## config.mk

```make
export PLATFORM = sky130hd
export DESIGN_NAME = dmem_top
export DESIGN_NICKNAME = d
export VERILOG_FILES = /design/src/dmem_pkg.sv /design/src/dmem_top.sv /design/src/dmem_ctrl.sv /design/src/dmem_pma_chk.sv /design/src/dmem_lane_unit.sv /design/src/dmem_reqbuf.sv
export SDC_FILE = /design/constraint.sdc
export NUM_CORES = 1
export LEC_CHECK = 0
export BUFFER_PORTS_ARGS = -buffer_cell sky130_fd_sc_hd__buf_2
export CORE_UTILIZATION = 54
export DETAILED_ROUTE_END_ITERATION = 10
export PLACE_DENSITY = 0.79
export SETUP_SLACK_MARGIN = 0.4
export SYNTH_ARGS = -nofsm -noshare
export SYNTH_HDL_FRONTEND = slang
export SYNTH_HIERARCHICAL = 1
export SYNTH_SLANG_ARGS = --single-unit
```

## constraint.sdc

```tcl
create_clock -name clk_i -period 7.68 [get_ports clk_i]
set_input_delay 1.152 -clock clk_i [delete_from_list [all_inputs] [get_ports clk_i]]
set_output_delay 1.152 -clock clk_i [all_outputs]
set_load 0.03 [all_outputs]
```

## src/dmem_pkg.sv

```systemverilog
`default_nettype none

package dmem_pkg;

  ////////////////////////////////////////////////////////////////////////////
  // Widths and basic types
  ////////////////////////////////////////////////////////////////////////////

  // Data and address width
  localparam int unsigned XLEN = 32;

  typedef logic [XLEN-1:0]   word_t;
  typedef logic [XLEN-1:0]   addr_t;
  typedef logic [1:0]        size_t;
  typedef logic [XLEN/8-1:0] be_t;

  // Access size codes
  localparam size_t SIZE_BYTE = 2'd0;
  localparam size_t SIZE_HALF = 2'd1;
  localparam size_t SIZE_WORD = 2'd2;

  // Request buffer geometry
  localparam int unsigned REQBUF_DEPTH = 2;
  localparam int unsigned REQBUF_PTR_W = $clog2(REQBUF_DEPTH);

  typedef logic [REQBUF_PTR_W-1:0] reqbuf_ptr_t;
  typedef logic [REQBUF_PTR_W:0]   reqbuf_cnt_t;

  localparam reqbuf_ptr_t REQBUF_LAST_PTR = reqbuf_ptr_t'(REQBUF_DEPTH - 1);
  localparam reqbuf_cnt_t REQBUF_FULL_CNT = reqbuf_cnt_t'(REQBUF_DEPTH);

  ////////////////////////////////////////////////////////////////////////////
  // Fixed memory map
  ////////////////////////////////////////////////////////////////////////////

  // RAM region allows reads and writes
  localparam addr_t RAM_BASE  = 32'h0000_0000;
  localparam addr_t RAM_LIMIT = 32'h0000_0FFF;
  // ROM region allows reads only
  localparam addr_t ROM_BASE  = 32'h0000_1000;
  localparam addr_t ROM_LIMIT = 32'h0000_1FFF;

  ////////////////////////////////////////////////////////////////////////////
  // Request and response bundles
  ////////////////////////////////////////////////////////////////////////////

  typedef struct packed {
    logic  we;
    size_t size;
    addr_t adr;
    word_t wdata;
  } cpu_req_t;

  typedef struct packed {
    word_t rdata;
    logic  err;
    logic  misaligned;
  } cpu_rsp_t;

  // Word aligned single beat transfer
  typedef struct packed {
    logic  we;
    addr_t adr;
    be_t   be;
    word_t wdata;
  } bus_req_t;

endpackage

`default_nettype wire
```

## src/dmem_top.sv

```systemverilog
`timescale 1ns/100ps
`default_nettype none

module dmem_top (
  input  wire logic          clk_i,
  input  wire logic          rst_n_i,

  // CPU side
  input  wire logic          cpu_valid_i,
  input  dmem_pkg::cpu_req_t cpu_req_i,
  output logic               cpu_rdy_o,
  output logic               cpu_ack_o,
  output dmem_pkg::cpu_rsp_t cpu_rsp_o,

  // Bus side
  output logic               bus_req_o,
  output dmem_pkg::bus_req_t bus_req_data_o,
  input  wire logic          bus_ack_i,
  input  dmem_pkg::word_t    bus_rdata_i,
  input  wire logic          bus_err_i
);

  // Buffer status and head
  logic               push;
  logic               pop;
  logic               full;
  logic               head_valid;
  dmem_pkg::cpu_req_t head;

  // Check results
  logic               misaligned;
  logic               access_fault;

  // Lane data
  dmem_pkg::be_t      be;
  dmem_pkg::word_t    wdata;
  dmem_pkg::word_t    rdata;

  // Accept only while there is room
  assign cpu_rdy_o = ~full;
  assign push      = cpu_valid_i & cpu_rdy_o;

  ////////////////////////////////////////////////////////////////////////////
  // Request buffer
  ////////////////////////////////////////////////////////////////////////////

  dmem_reqbuf i_dmem_reqbuf (
    .clk_i        ( clk_i      ),
    .rst_n_i      ( rst_n_i    ),
    .push_i       ( push       ),
    .push_data_i  ( cpu_req_i  ),
    .pop_i        ( pop        ),
    .head_o       ( head       ),
    .head_valid_o ( head_valid ),
    .full_o       ( full       )
  );

  ////////////////////////////////////////////////////////////////////////////
  // Head checks and lane handling
  ////////////////////////////////////////////////////////////////////////////

  dmem_lane_unit i_dmem_lane_unit (
    .req_i        ( head        ),
    .bus_rdata_i  ( bus_rdata_i ),
    .misaligned_o ( misaligned  ),
    .be_o         ( be          ),
    .wdata_o      ( wdata       ),
    .rdata_o      ( rdata       )
  );

  dmem_pma_chk i_dmem_pma_chk (
    .adr_i          ( head.adr     ),
    .we_i           ( head.we      ),
    .access_fault_o ( access_fault )
  );

  // Sequencer for checks, bus and response
  dmem_ctrl i_dmem_ctrl (
    .clk_i          ( clk_i          ),
    .rst_n_i        ( rst_n_i        ),
    .head_valid_i   ( head_valid     ),
    .head_i         ( head           ),
    .misaligned_i   ( misaligned     ),
    .access_fault_i ( access_fault   ),
    .be_i           ( be             ),
    .wdata_i        ( wdata          ),
    .rdata_i        ( rdata          ),
    .bus_ack_i      ( bus_ack_i      ),
    .bus_err_i      ( bus_err_i      ),
    .bus_req_o      ( bus_req_o      ),
    .bus_req_data_o ( bus_req_data_o ),
    .pop_o          ( pop            ),
    .cpu_ack_o      ( cpu_ack_o      ),
    .cpu_rsp_o      ( cpu_rsp_o      )
  );

endmodule

`default_nettype wire

```

## src/dmem_ctrl.sv

```systemverilog
`timescale 1ns/100ps
`default_nettype none

module dmem_ctrl (
  input  wire logic          clk_i,
  input  wire logic          rst_n_i,

  // Head of the request buffer
  input  wire logic          head_valid_i,
  input  dmem_pkg::cpu_req_t head_i,

  // Check results
  input  wire logic          misaligned_i,
  input  wire logic          access_fault_i,

  // Lane unit
  input  dmem_pkg::be_t      be_i,
  input  dmem_pkg::word_t    wdata_i,
  input  dmem_pkg::word_t    rdata_i,

  // Bus side, four phase
  input  wire logic          bus_ack_i,
  input  wire logic          bus_err_i,
  output logic               bus_req_o,
  output dmem_pkg::bus_req_t bus_req_data_o,

  // CPU side
  output logic               pop_o,
  output logic               cpu_ack_o,
  output dmem_pkg::cpu_rsp_t cpu_rsp_o
);

  typedef enum logic [1:0] {
    IDLE,
    BUS_REQ,
    BUS_RELEASE,
    RESPOND
  } state_e;

  state_e state_q;
  state_e state_d;

  // Either check stops the access before the bus
  logic check_fail;

  dmem_pkg::bus_req_t bus_req_q;
  dmem_pkg::cpu_rsp_t rsp_q;

  assign check_fail = misaligned_i | access_fault_i;

  ////////////////////////////////////////////////////////////////////////////
  // Next state
  ////////////////////////////////////////////////////////////////////////////

  always_comb
  begin
    state_d = state_q;
    case (state_q)
      IDLE:
        if (head_valid_i)
          state_d = check_fail ? RESPOND : BUS_REQ;
      // Hold request until slave acks
      BUS_REQ:
        if (bus_ack_i)
          state_d = BUS_RELEASE;
      // Wait for ack to drop before finishing
      BUS_RELEASE:
        if (!bus_ack_i)
          state_d = RESPOND;
      RESPOND:
        state_d = IDLE;
      default:
        state_d = IDLE;
    endcase
  end

  always_ff @(posedge clk_i)
  begin
    if (!rst_n_i)
      state_q <= IDLE;
    else
      state_q <= state_d;
  end

  ////////////////////////////////////////////////////////////////////////////
  // Bus request and response capture
  ////////////////////////////////////////////////////////////////////////////

  always_ff @(posedge clk_i)
  begin
    if (state_q == IDLE && head_valid_i)
    begin
      if (check_fail)
      begin
        // Misaligned wins over access fault
        rsp_q <= '{rdata: '0,
                   err: ~misaligned_i & access_fault_i,
                   misaligned: misaligned_i};
      end
      else
      begin
        // Word address with lanes picked by enables
        bus_req_q <= '{we: head_i.we,
                       adr: {head_i.adr[dmem_pkg::XLEN-1:2], 2'b00},
                       be: be_i,
                       wdata: wdata_i};
      end
    end

    // Sample on the first edge with ack high
    if (state_q == BUS_REQ && bus_ack_i)
    begin
      rsp_q <= '{rdata: head_i.we ? '0 : rdata_i,
                 err: bus_err_i,
                 misaligned: 1'b0};
    end
  end

  // Outputs decoded from state
  assign bus_req_o      = (state_q == BUS_REQ);
  assign bus_req_data_o = bus_req_q;
  assign cpu_ack_o      = (state_q == RESPOND);
  // Head retires with its response
  assign pop_o          = (state_q == RESPOND);
  assign cpu_rsp_o      = rsp_q;

endmodule

`default_nettype wire

```

## src/dmem_pma_chk.sv

```systemverilog
`timescale 1ns/100ps
`default_nettype none

module dmem_pma_chk (
  input  dmem_pkg::addr_t adr_i,
  input  wire logic       we_i,
  output logic            access_fault_o
);

  // Region hits
  logic ram_hit;
  logic rom_hit;

  // Access rights of the region that was hit
  logic read_ok;
  logic write_ok;

  ////////////////////////////////////////////////////////////////////////////
  // Region lookup
  ////////////////////////////////////////////////////////////////////////////

  // Bounds are inclusive on both ends
  assign ram_hit = (adr_i >= dmem_pkg::RAM_BASE) && (adr_i <= dmem_pkg::RAM_LIMIT);
  assign rom_hit = (adr_i >= dmem_pkg::ROM_BASE) && (adr_i <= dmem_pkg::ROM_LIMIT);

  // Any mapped region can be read
  assign read_ok  = ram_hit | rom_hit;
  // Only RAM takes stores
  assign write_ok = ram_hit;

  ////////////////////////////////////////////////////////////////////////////
  // Fault decision
  ////////////////////////////////////////////////////////////////////////////

  always_comb
  begin
    if (we_i)
      access_fault_o = ~write_ok;
    else
      access_fault_o = ~read_ok;
  end

endmodule

`default_nettype wire

```

## src/dmem_lane_unit.sv

```systemverilog
`timescale 1ns/100ps
`default_nettype none

module dmem_lane_unit (
  input  dmem_pkg::cpu_req_t req_i,
  input  dmem_pkg::word_t    bus_rdata_i,
  output logic               misaligned_o,
  output dmem_pkg::be_t      be_o,
  output dmem_pkg::word_t    wdata_o,
  output dmem_pkg::word_t    rdata_o
);

  // Byte offset inside the word
  logic [1:0]      byte_ofs;
  // Read word with the addressed byte moved to lane 0
  dmem_pkg::word_t rdata_shifted;

  assign byte_ofs      = req_i.adr[1:0];
  assign rdata_shifted = bus_rdata_i >> {byte_ofs, 3'b000};

  ////////////////////////////////////////////////////////////////////////////
  // Natural alignment check
  ////////////////////////////////////////////////////////////////////////////

  always_comb
  begin
    case (req_i.size)
      dmem_pkg::SIZE_BYTE: misaligned_o = 1'b0;
      dmem_pkg::SIZE_HALF: misaligned_o = byte_ofs[0];
      dmem_pkg::SIZE_WORD: misaligned_o = (byte_ofs != 2'b00);
      // Unused size code never goes to the bus
      default:             misaligned_o = 1'b1;
    endcase
  end

  ////////////////////////////////////////////////////////////////////////////
  // Write lanes
  ////////////////////////////////////////////////////////////////////////////

  always_comb
  begin
    case (req_i.size)
      dmem_pkg::SIZE_BYTE:
      begin
        be_o    = dmem_pkg::be_t'(4'b0001) << byte_ofs;
        // Same byte in all four lanes
        wdata_o = {4{req_i.wdata[7:0]}};
      end
      dmem_pkg::SIZE_HALF:
      begin
        be_o    = dmem_pkg::be_t'(4'b0011) << {byte_ofs[1], 1'b0};
        // Low or high half selected by enables
        wdata_o = {2{req_i.wdata[15:0]}};
      end
      default:
      begin
        be_o    = 4'b1111;
        wdata_o = req_i.wdata;
      end
    endcase
  end

  ////////////////////////////////////////////////////////////////////////////
  // Read lane extraction, zero extended
  ////////////////////////////////////////////////////////////////////////////

  always_comb
  begin
    case (req_i.size)
      dmem_pkg::SIZE_BYTE: rdata_o = {24'h00_0000, rdata_shifted[7:0]};
      dmem_pkg::SIZE_HALF: rdata_o = {16'h0000, rdata_shifted[15:0]};
      default:             rdata_o = bus_rdata_i;
    endcase
  end

endmodule

`default_nettype wire

```

## src/dmem_reqbuf.sv

```systemverilog
`timescale 1ns/100ps
`default_nettype none

module dmem_reqbuf (
  input  wire logic               clk_i,
  input  wire logic               rst_n_i,
  input  wire logic               push_i,
  input  dmem_pkg::cpu_req_t      push_data_i,
  input  wire logic               pop_i,
  output dmem_pkg::cpu_req_t      head_o,
  output logic                    head_valid_o,
  output logic                    full_o
);

  // Entry storage
  dmem_pkg::cpu_req_t entry_q [dmem_pkg::REQBUF_DEPTH];

  dmem_pkg::reqbuf_ptr_t wr_ptr_q;
  dmem_pkg::reqbuf_ptr_t rd_ptr_q;
  dmem_pkg::reqbuf_cnt_t cnt_q;

  logic do_push;
  logic do_pop;

  // Circular increment
  function automatic dmem_pkg::reqbuf_ptr_t next_ptr(input dmem_pkg::reqbuf_ptr_t ptr);
    if (ptr == dmem_pkg::REQBUF_LAST_PTR)
      return '0;
    else
      return ptr + dmem_pkg::reqbuf_ptr_t'(1);
  endfunction

  // Guard against overflow and underflow
  assign do_push = push_i & ~full_o;
  assign do_pop  = pop_i & head_valid_o;

  // Status flags
  assign head_valid_o = (cnt_q != '0);
  assign full_o       = (cnt_q == dmem_pkg::REQBUF_FULL_CNT);
  assign head_o       = entry_q[rd_ptr_q];

  always_ff @(posedge clk_i)
  begin
    if (do_push)
      entry_q[wr_ptr_q] <= push_data_i;
  end

  // Pointers and occupancy
  always_ff @(posedge clk_i)
  begin
    if (!rst_n_i)
    begin
      wr_ptr_q <= '0;
      rd_ptr_q <= '0;
      cnt_q    <= '0;
    end
    else
    begin
      if (do_push)
        wr_ptr_q <= next_ptr(wr_ptr_q);
      if (do_pop)
        rd_ptr_q <= next_ptr(rd_ptr_q);
      // Simultaneous push and pop leaves count unchanged
      case ({do_push, do_pop})
        2'b10:   cnt_q <= cnt_q + dmem_pkg::reqbuf_cnt_t'(1);
        2'b01:   cnt_q <= cnt_q - dmem_pkg::reqbuf_cnt_t'(1);
        default: cnt_q <= cnt_q;
      endcase
    end
  end

endmodule

`default_nettype wire

```

## Word level (Yosys, flattened, before mapping)

Memories as Yosys holds them, arrays and structs flattened. A register that Yosys moved wholly into a read port is not among the register bits.
Index checks and enable logic that the tools add are counted.

| word-level totals | value |
|---|---|
| flip-flop bits (word level) | 107 |
| memory bits (writable) | 134 |
| input port bits | 104 |
| output and inout bits | 106 |
| logic and storage cells | 81 |
| memories kept | 1 |

Memory list:

| name | words | bits a word | read ports | clocked after memory_dff | write ports | RTL line | source |
|---|---|---|---|---|---|---|---|
| i_dmem_reqbuf.entry_q | 2 | 67 | 1 | 1 | 1 | dmem_reqbuf.sv:16 | `dmem_pkg::cpu_req_t entry_q [dmem_pkg::REQBUF_DEPTH];` |

| cells by class | value |
|---|---|
| add/subtract/negate cells | 4 |
| $lt $le $gt $ge | 4 |
| equality and inequality tests | 11 |
| shift operators | 3 |
| multiplexer cells | 21 |
| bitwise logic cells | 11 |
| reductions and logical operators | 15 |

Operator list:

| operator | number |
|---|---|
| 32-bit one-hot mux with 2 select lines | 2 |
| 34-bit two-way mux | 3 |
| 32-bit by 1-bit greater-or-equal comparator with 1-bit output (second input constant) | 1 |
| 32-bit by 13-bit greater-or-equal comparator with 1-bit output (second input constant) | 1 |
| 32-bit by 12-bit less-or-equal comparator with 1-bit output (second input constant) | 1 |
| 32-bit by 13-bit less-or-equal comparator with 1-bit output (second input constant) | 1 |
| 32-bit two-way mux | 1 |
| 32-bit by 5-bit >> shifter with 16-bit output | 1 |
| 2-bit equality test (second input constant) | 5 |
| 2-bit nonzero test | 5 |
| 2-bit two-way mux | 4 |
| 2-bit one-hot mux with 4 select lines | 1 |
| 4-bit one-hot mux with 2 select lines | 1 |
| 1-bit two-way mux | 7 |
| 2-bit by 1-bit equality test with 1-bit output (second input constant) | 3 |
| 2-bit AND reduction | 3 |
| 1-bit NOT | 5 |
| 1-bit bitwise AND | 4 |
| 1-bit logical AND | 4 |
| 2-bit logical NOT | 2 |
| 2-bit by 1-bit != test with 1-bit output (second input constant) | 2 |
| 2-bit one-hot mux with 2 select lines | 1 |
| 1-bit by 2-bit << shifter with 4-bit output (first input constant) | 1 |
| 2-bit by 2-bit << shifter with 4-bit output (first input constant) | 1 |
| other kinds (7) | 9 |

## Logic depth before layout (Yosys ltp)

Gate-level depths: netlist of the first run.

| logic depth | value |
|---|---|
| depth after elaboration | 9 |
| mapped depth | 9 |
| depth with buffers taken out | 8 |

## By module

The synthesis of the first run kept the hierarchy.

Modules (own cells, without submodules):

| module | instances | cells each | area an instance (sq um) | seq. area each (sq um) |
|---|---|---|---|---|
| dmem_reqbuf | 1 | 234 | 5,059.9 | 4,124.0 |
| dmem_ctrl | 1 | 171 | 3,512.1 | 3,062.9 |
| dmem_lane_unit | 1 | 146 | 1,047.3 | 0.0 |
| dmem_pma_chk | 1 | 7 | 46.3 | 0.0 |
| dmem_top | 1 | 2 | 10.0 | 0.0 |

## Worst setup path before layout of the first run

OpenSTA, ideal clock, no wires.

| timing path | value |
|---|---|
| kind | reg2reg |
| start | register with a tool-made name |
| end | register i_dmem_ctrl.bus_req_q (netlist bit i_dmem_ctrl/bus_req_data_o[0]) (enable) |
| setup time | 575 ps |
| data arrival time | 6,298 ps |
| required time | 7,105 ps |
| slack | 807 ps |
| cell stages (with the launch flop) | 6 |
| path buffers | 1 |
| clock period less this slack | 6,873 ps |
| path through | dfxtp_1 > buf_2 > mux2_2 > or4_1 > a211o_1 > nor3_1 |

RTL lines:

| what | RTL line | source |
|---|---|---|
| to (signal assigned) | dmem_ctrl.sv:103 | `bus_req_q <= '{we: head_i.we,` |
| to (decl) | dmem_ctrl.sv:46 | `dmem_pkg::bus_req_t bus_req_q;` |

==> metrics.cfg, run 1 <==
[global_routing]
groute.usage.overall_pct=21.38
wire_length_of_the_first_global_routing_pass_um=29670
grt_antenna_before_repair=5
globalRouteMet1Util_pct=26.61
globalRoute.totalOverflow=0
grtUsageMet2_pct=36.93
pin_count_of_the_biggest_net_entering_global_routing=68
grt_pass1_vias=5564
grt_most_used_layer=met2
met3_track_demand_over_resource_in_global_routing_pct=3.915

[clock_tree]
clk_pin_slew_worst_paths_ps=60
numCtsBuffers=24
tritoncts=yes
number_of_levels_the_h_tree_was_split_into=1
maximum_buffer_depth_of_the_clock_tree=3
postCtsHoldBufs=0
post-cts-setup-buffer-count=0
ctsResizeCount=0
root_buf_cell=sky130_fd_sc_hd__clkbuf_16
clkSinkCount=242
clkLatencyLatePin_ps=510

[detailed_routing]
drt-wirelength-per-cell_um=19.83
dr_total_vias=5537
drt_drc_violations_left=0
drt.antenna.violating_nets=0
firstDrtPassIters=4
routed_wirelength_um=19950
detailedRoute.firstIterationViolations=431
vias_per_cell=5.504

[critical_path]
worst_path_largest_cell_delay_ps=980
kind_of_start_point_of_the_critical_path=register
path_common_cell=sky130_fd_sc_hd__nor2_1
path_cells=mux2_2 > a21oi_1 > nor2_1 > nor2_1 > o21ai_2 > buf_4
cp_top_family=multiplexers
critical_path_peak_fanout=67
critical_path_required_ps=7840
timing.critical_path.to_type=register
worst-endpoint-arrival_ps=3540
crit_type=register to register
timing.critical_path.slowest_stage_cell=sky130_fd_sc_hd__mux2_2
cp.buffers_inverters=1

[sta]
grt_setup_unrepaired=false
worst_slew_margin_rel_pct=31.62
finClkSkew_ps=9.145
max_slew.worst_pin.slew_ps=1025
fin_worst_hold_slack_ps=504.6
post-route-period-util_pct=44.12
period_minus_slack_ps=3388
layout_setup_ws_ps=4292
setup-violations-final=0
report.final.slew_viol_count=0
setup_tns_ps=0
highest_clock_rate_ghz=0.2951
timing.final.hold_violations=0

[synth]
synth.area.mux_share_pct=11.32
synth-compound-area-share_pct=4.190
synth_top_family_by_area=multiplexers
ys_seq_area_share_pct=74.28
postSynth.asyncResetShare_pct=0
synth_enable_flop_cells=234
syn_inst=560
avgSynthCellArea_sq_um=17.28
warnings_from_yosys=6
synth_adder_area_share_pct=0.7759
synth_flop_cell=sky130_fd_sc_hd__edfxtp_1
synth_simple_gate_area_share_pct=6.414
number_of_storage_elements_in_the_synthesis_netlist=242
yosys.cell_types.count=46
synthXorXnorAreaFrac_pct=0.2716
netlist_area_sq_mm=0.009676

[cells_and_area]
flow.area_growth_from_synthesis_pct=19.53
nNetsFinal=872
share_of_layout_cells_above_drive_strength_1_pct=43.11
final_cell_mix=234 x sky130_fd_sc_hd__edfxtp_1, 207 x sky130_fd_sc_hd__buf_2, 83 x sky130_fd_sc_hd__mux2_2
final.fill_count=1240
layout_commonest_cell=sky130_fd_sc_hd__edfxtp_1

[placement]
port_buffers=207
post-place-ws_ps=4244
gpl.final_weighted_congestion=0.8232
hpwl_um=13120

[floorplanning]
chipHeight_um=135.9
die_width_um=135.9
placeableCoreArea_sq_mm=0.01742
placement_rows=48
ios=210
fp.dieArea_sq_mm=0.01846
initial_core_util_pct=55.55

[worst_hold_path]
holdCritPathClass=register to register

[pwr]
static-leakage-power_uw=0.004298
vdd_drop_max_mv=0.2528
areal_power_density_over_the_cells_mw_per_mm2=306.9

[flow_run]
drv.max_cap_violation_count=0

[outcome]
outcome=finished clean

==> sequential cells by signal, summed over array words and instances, names as in the netlist, named ones only <==
signal / cells
i_dmem_ctrl/state_q: 2
i_dmem_ctrl/bus_req_data_o: 67
i_dmem_ctrl/cpu_rsp_o: 34
i_dmem_reqbuf/wr_ptr_q: 1
i_dmem_reqbuf/entry_q: 134
i_dmem_reqbuf/rd_ptr_q: 1
i_dmem_reqbuf/cnt_q: 2
==> layout make-up <==
type	instances	area (sq um)	share of cell area (%)
clock inverter	6	80.08	0.6924
timing repair buffer	211	1066	9.218
inverter	8	30.03	0.2597
antenna	4	10.01	0.08655
multi-input combinational	275	2243	19.40
tap	225	281.5	2.434
clock buffer	35	663.1	5.734
sequential	242	7191	62.18
==> synth_stat cells (all sizes together) (2+ instances only) <==
cell | number | area [sq um]
a21boi | 2 | 15.01
a21o | 3 | 22.52
a21oi | 3 | 15.01
a221oi | 8 | 70.07
a22oi | 8 | 60.06
a311oi | 2 | 17.52
and2 | 49 | 306.5
buf | 34 | 225.2
clkbuf | 2 | 7.510
dfxtp | 8 | 160.2
edfxtp | 234 | 7027
ha | 6 | 75.07
inv | 8 | 30.03
mux2 | 83 | 934.7
mux2i | 16 | 160.2
nand2 | 12 | 45.04
nand2b | 5 | 33.78
nor2 | 17 | 68.81
nor2b | 13 | 81.33
nor3 | 3 | 15.01
nor4 | 3 | 18.77
o21ai | 12 | 60.06
o21bai | 2 | 15.01
o2bb2ai | 8 | 70.07
or3 | 2 | 12.51
xnor2 | 3 | 26.28
==> through the flow <==
step | std cells | power (uW) | instance area (sq um) | utilization (%)
2_1_floorplan | 561 | 2272 | 9679 | -
3_3_place_gp | 961 | 2426 | 10810 | 62.08
3_5_place_dp | 961 | 2456 | 10810 | 62.08
4_1_cts | 1002 | 3569 | 11550 | 66.34
5_1_grt | 1006 | 3692 | 11560 | 66.40
6_report | 1006 | 3549 | 11560 | 66.40
==> report_power, final <==
| group | switching [uW] | total, uW | internal, uW |
|---|---|---|---|
| sequential | 59.6 | 1740 | 1680 |
| clock | 455 | 1120 | 663 |
| combinational | 453 | 691 | 238 |
| total | 967 | 3550 | 2580 |
==> cell families (layout without fill, tap and decap cells) <==
| group | Yosys count | in the layout |
|---|---|---|
| compound gates | 55 | 55 |
| xor+xnor | 3 | 3 |
| fa+ha+maj | 6 | 6 |
| buf+inv | 44 | 260 |
| flops | 242 | 242 |
| mux | 99 | 99 |
| other cells | 1 | 6 |
| simple gates | 110 | 110 |
==> worst register-to-register path, delay by kind of cell (launching register included) <==
family                 cells  cell delay, ps
AOI/OAI and AO/OA          2             240
buffers and inverters      1             400
DFF                        1             960
muxes                      1             990
and+or+nand+nor            2             440
==> final timing paths <==
| kind | start | endpoint | slack, ps | cells after the start |
|---|---|---|---|---|
| hold / removal | i_dmem_reqbuf/wr_ptr_q | i_dmem_reqbuf/wr_ptr_q | 500 | 2 |
| setup / recovery | register | i_dmem_ctrl/cpu_rsp_o[12] | 4290 | 6 |
| setup reg to reg | register | i_dmem_ctrl/cpu_rsp_o[12] | 4290 | 6 |
| hold reg to reg | i_dmem_reqbuf/wr_ptr_q | i_dmem_reqbuf/wr_ptr_q | 500 | 2 |
==> per-layer routing <==
| metal | share of wire, % | wire (um) |
|---|---|---|
| met1 | 39 | 7728 |
| met2 | 51 | 10160 |
| met3 | 7.5 | 1495 |
| met4 | 2.8 | 558 |
| met5 | 0.040 | 8 |
Power figures use the tool's default switching activity.
==> run 2: changes to the inputs <==
- CORE_UTILIZATION: 54 -> 49
- PLACE_DENSITY: 0.79 -> 0.76
- clock period: 7.68 -> 3 ns (I/O delays scaled with it)
==> run 2 against run 1 <==
Cell count rose by 6.4%. Wire length grew 6.5%. Combinational power grew to 2.8 times the previous value. Fmax up 30%. Count of clock-buffer cells in the layout fell by 4. Register-to-register slack lost 3900 ps. Total power increased to 2.7 times the previous value. Sequential share of layout area decreased by 2.9 points. Clock power grew to 2.8 times the previous value. Non-clock buffer count up 22. Critical path type unchanged. Critical endpoint is now i_dmem_ctrl/bus_req_data_o[19]. Largest cell class unchanged. Highest routed layer unchanged.
==> metrics.cfg, run 2 (synthesis gave the netlist of run 1 again) <==
[floorplanning]
die_width_um=142.5
placement_rows=51
initial_core_util_pct=49.88
fp.dieArea_sq_mm=0.02031
placeableCoreArea_sq_mm=0.01940
ios=210
chipHeight_um=142.5

[detailed_routing]
detailedRoute.firstIterationViolations=318
routed_wirelength_um=21250
firstDrtPassIters=4
drt.antenna.violating_nets=0
drt_drc_violations_left=0
dr_total_vias=5665
vias_per_cell=5.294
drt-wirelength-per-cell_um=19.86

[pwr]
static-leakage-power_uw=0.004546
areal_power_density_over_the_cells_mw_per_mm2=776.6
vdd_drop_max_mv=0.5374

[sta]
setup-violations-final=0
timing.final.hold_violations=0
max_slew.worst_pin.slew_ps=589.0
period_minus_slack_ps=2614
finClkSkew_ps=15.19
grt_setup_unrepaired=true
post-route-period-util_pct=87.13
highest_clock_rate_ghz=0.3826
fin_worst_hold_slack_ps=111.2
report.final.slew_viol_count=0
worst_slew_margin_rel_pct=60.66

[clock_tree]
clk_pin_slew_worst_paths_ps=60
tritoncts=yes
clkLatencyLatePin_ps=520
number_of_levels_the_h_tree_was_split_into=1
numCtsBuffers=26
root_buf_cell=sky130_fd_sc_hd__clkbuf_16
maximum_buffer_depth_of_the_clock_tree=3
clkSinkCount=242

[placement]
port_buffers=207
hpwl_um=13970
place_area_sq_mm=0.01099
gpl.final_weighted_congestion=0.8799

[worst_hold_path]
holdCritPathClass=input pin to register

[critical_path]
critical_path_required_ps=3240
kind_of_start_point_of_the_critical_path=register
r2r_slack_ps=390
timing.critical_path.to_type=register
crit_type=register to register
crit_end=i_dmem_ctrl/bus_req_data_o[19]
rr_endpoint=i_dmem_ctrl/bus_req_data_o[19]
critical_path_peak_fanout=8
worst_r2r_path_depth=8
worst-endpoint-arrival_ps=2850

[flow_run]
drv.max_cap_violation_count=0

[cells_and_area]
layout_commonest_cell=sky130_fd_sc_hd__edfxtp_1
largest_register_ffs=134
share_of_layout_cells_above_drive_strength_1_pct=46.26
final_cell_mix=234 x sky130_fd_sc_hd__edfxtp_1, 207 x sky130_fd_sc_hd__buf_2, 76 x sky130_fd_sc_hd__mux2_2
register_cell_area_after_layout_sq_mm=0.007191
final_design_area_no_fill_sq_mm=0.01213
top_register=i_dmem_reqbuf/entry_q
final.fill_count=1464
multi_input_comb_area_sq_mm=0.002325
nNetsFinal=896
flow.area_growth_from_synthesis_pct=25.38

[global_routing]
grt_antenna_before_repair=7
grt_pass1_vias=5747
pin_count_of_the_biggest_net_entering_global_routing=68
globalRoute.totalOverflow=0
groute.usage.overall_pct=20.32
wire_length_of_the_first_global_routing_pass_um=30710

[outcome]
outcome=finished clean

==> run 2: repair_timing <==
action | in CTS | in global routing
hold buffers | 0 | 0
cloned | 2 | 3
endpoints found under the hold margin | 0 | 0
buffers inserted | 5 | 2
gates resized for setup | 12 | 15
setup endpoints to repair | 114 | 108
pin swaps | 2 | 4
==> run 2: per-layer routing <==
metal | routed length [um] | GRT usage [%] | vias up
met4 | 501 | 6.508 | 8
met5 | 39 | 0 | -
met2 | 10690 | 35.99 | 260
li1 | - | - | 2584
met3 | 1875 | 6.393 | 50
met1 | 8147 | 23.34 | 2763
==> run 2: worst min-delay path by stage <==
stage	end	start	cells after the start
after floorplan	i_dmem_reqbuf/wr_ptr_q	i_dmem_reqbuf/wr_ptr_q	2
after global placement	i_dmem_reqbuf/wr_ptr_q	i_dmem_reqbuf/wr_ptr_q	2
after detailed placement	i_dmem_reqbuf/wr_ptr_q	i_dmem_reqbuf/wr_ptr_q	2
after CTS	i_dmem_reqbuf/entry_q[1][7]	cpu_req_i[7]	1
after global routing	i_dmem_reqbuf/entry_q[0][6]	cpu_req_i[6]	1
final	i_dmem_reqbuf/entry_q[1][43]	cpu_req_i[43]	1
==> run 2: where the power goes <==
| part | leakage, uW | internal [uW] | switching [uW] |
|---|---|---|---|
| Combinational | 0.00190 | 699 | 1220 |
| Sequential | 0.00224 | 4300 | 124 |
| Clock | 0.000406 | 1850 | 1230 |
| Total | 0.00455 | 6840 | 2580 |
==> run 2: worst max-delay path, stage by stage, from the launching register on <==
cell	delay [ps]
sky130_fd_sc_hd__dfxtp_4	420
sky130_fd_sc_hd__buf_12	150
sky130_fd_sc_hd__mux2_4	330
sky130_fd_sc_hd__nor4_4	300
sky130_fd_sc_hd__nand4_1	170
sky130_fd_sc_hd__a211o_1	380
sky130_fd_sc_hd__nor3_4	210
sky130_fd_sc_hd__buf_12	190
sky130_fd_sc_hd__clkbuf_16	160
==> run 2: area by class of cell <==
type                            instances  share of cell area, %
Antenna cell                            3                0.06188
Clock buffer                           31                  5.518
Clock inverter                         13                  1.269
Inverter                                8                 0.2785
Multi-Input combinational cell        275                  19.16
Sequential cell                       242                  59.27
Tap cell                              265                  2.733
Timing Repair Buffer                  233                  11.71
==> run 2: metrics by stage <==
step / worst slack (ps) / power [uW] / util, % / setup TNS, ps / std cells
CTS: 352.5 / 9442 / 61.72 / 0 / 1062
detailed placement: 172.7 / 6329 / 56.66 / 0 / 1011
finish: 386.2 / 9421 / 62.54 / 0 / 1070
global placement: 224.2 / 6254 / 56.66 / 0 / 1011
global route: 298.9 / 9792 / 62.53 / 0 / 1069
floorplan: -598.7 / 5819 / - / -54190 / 561
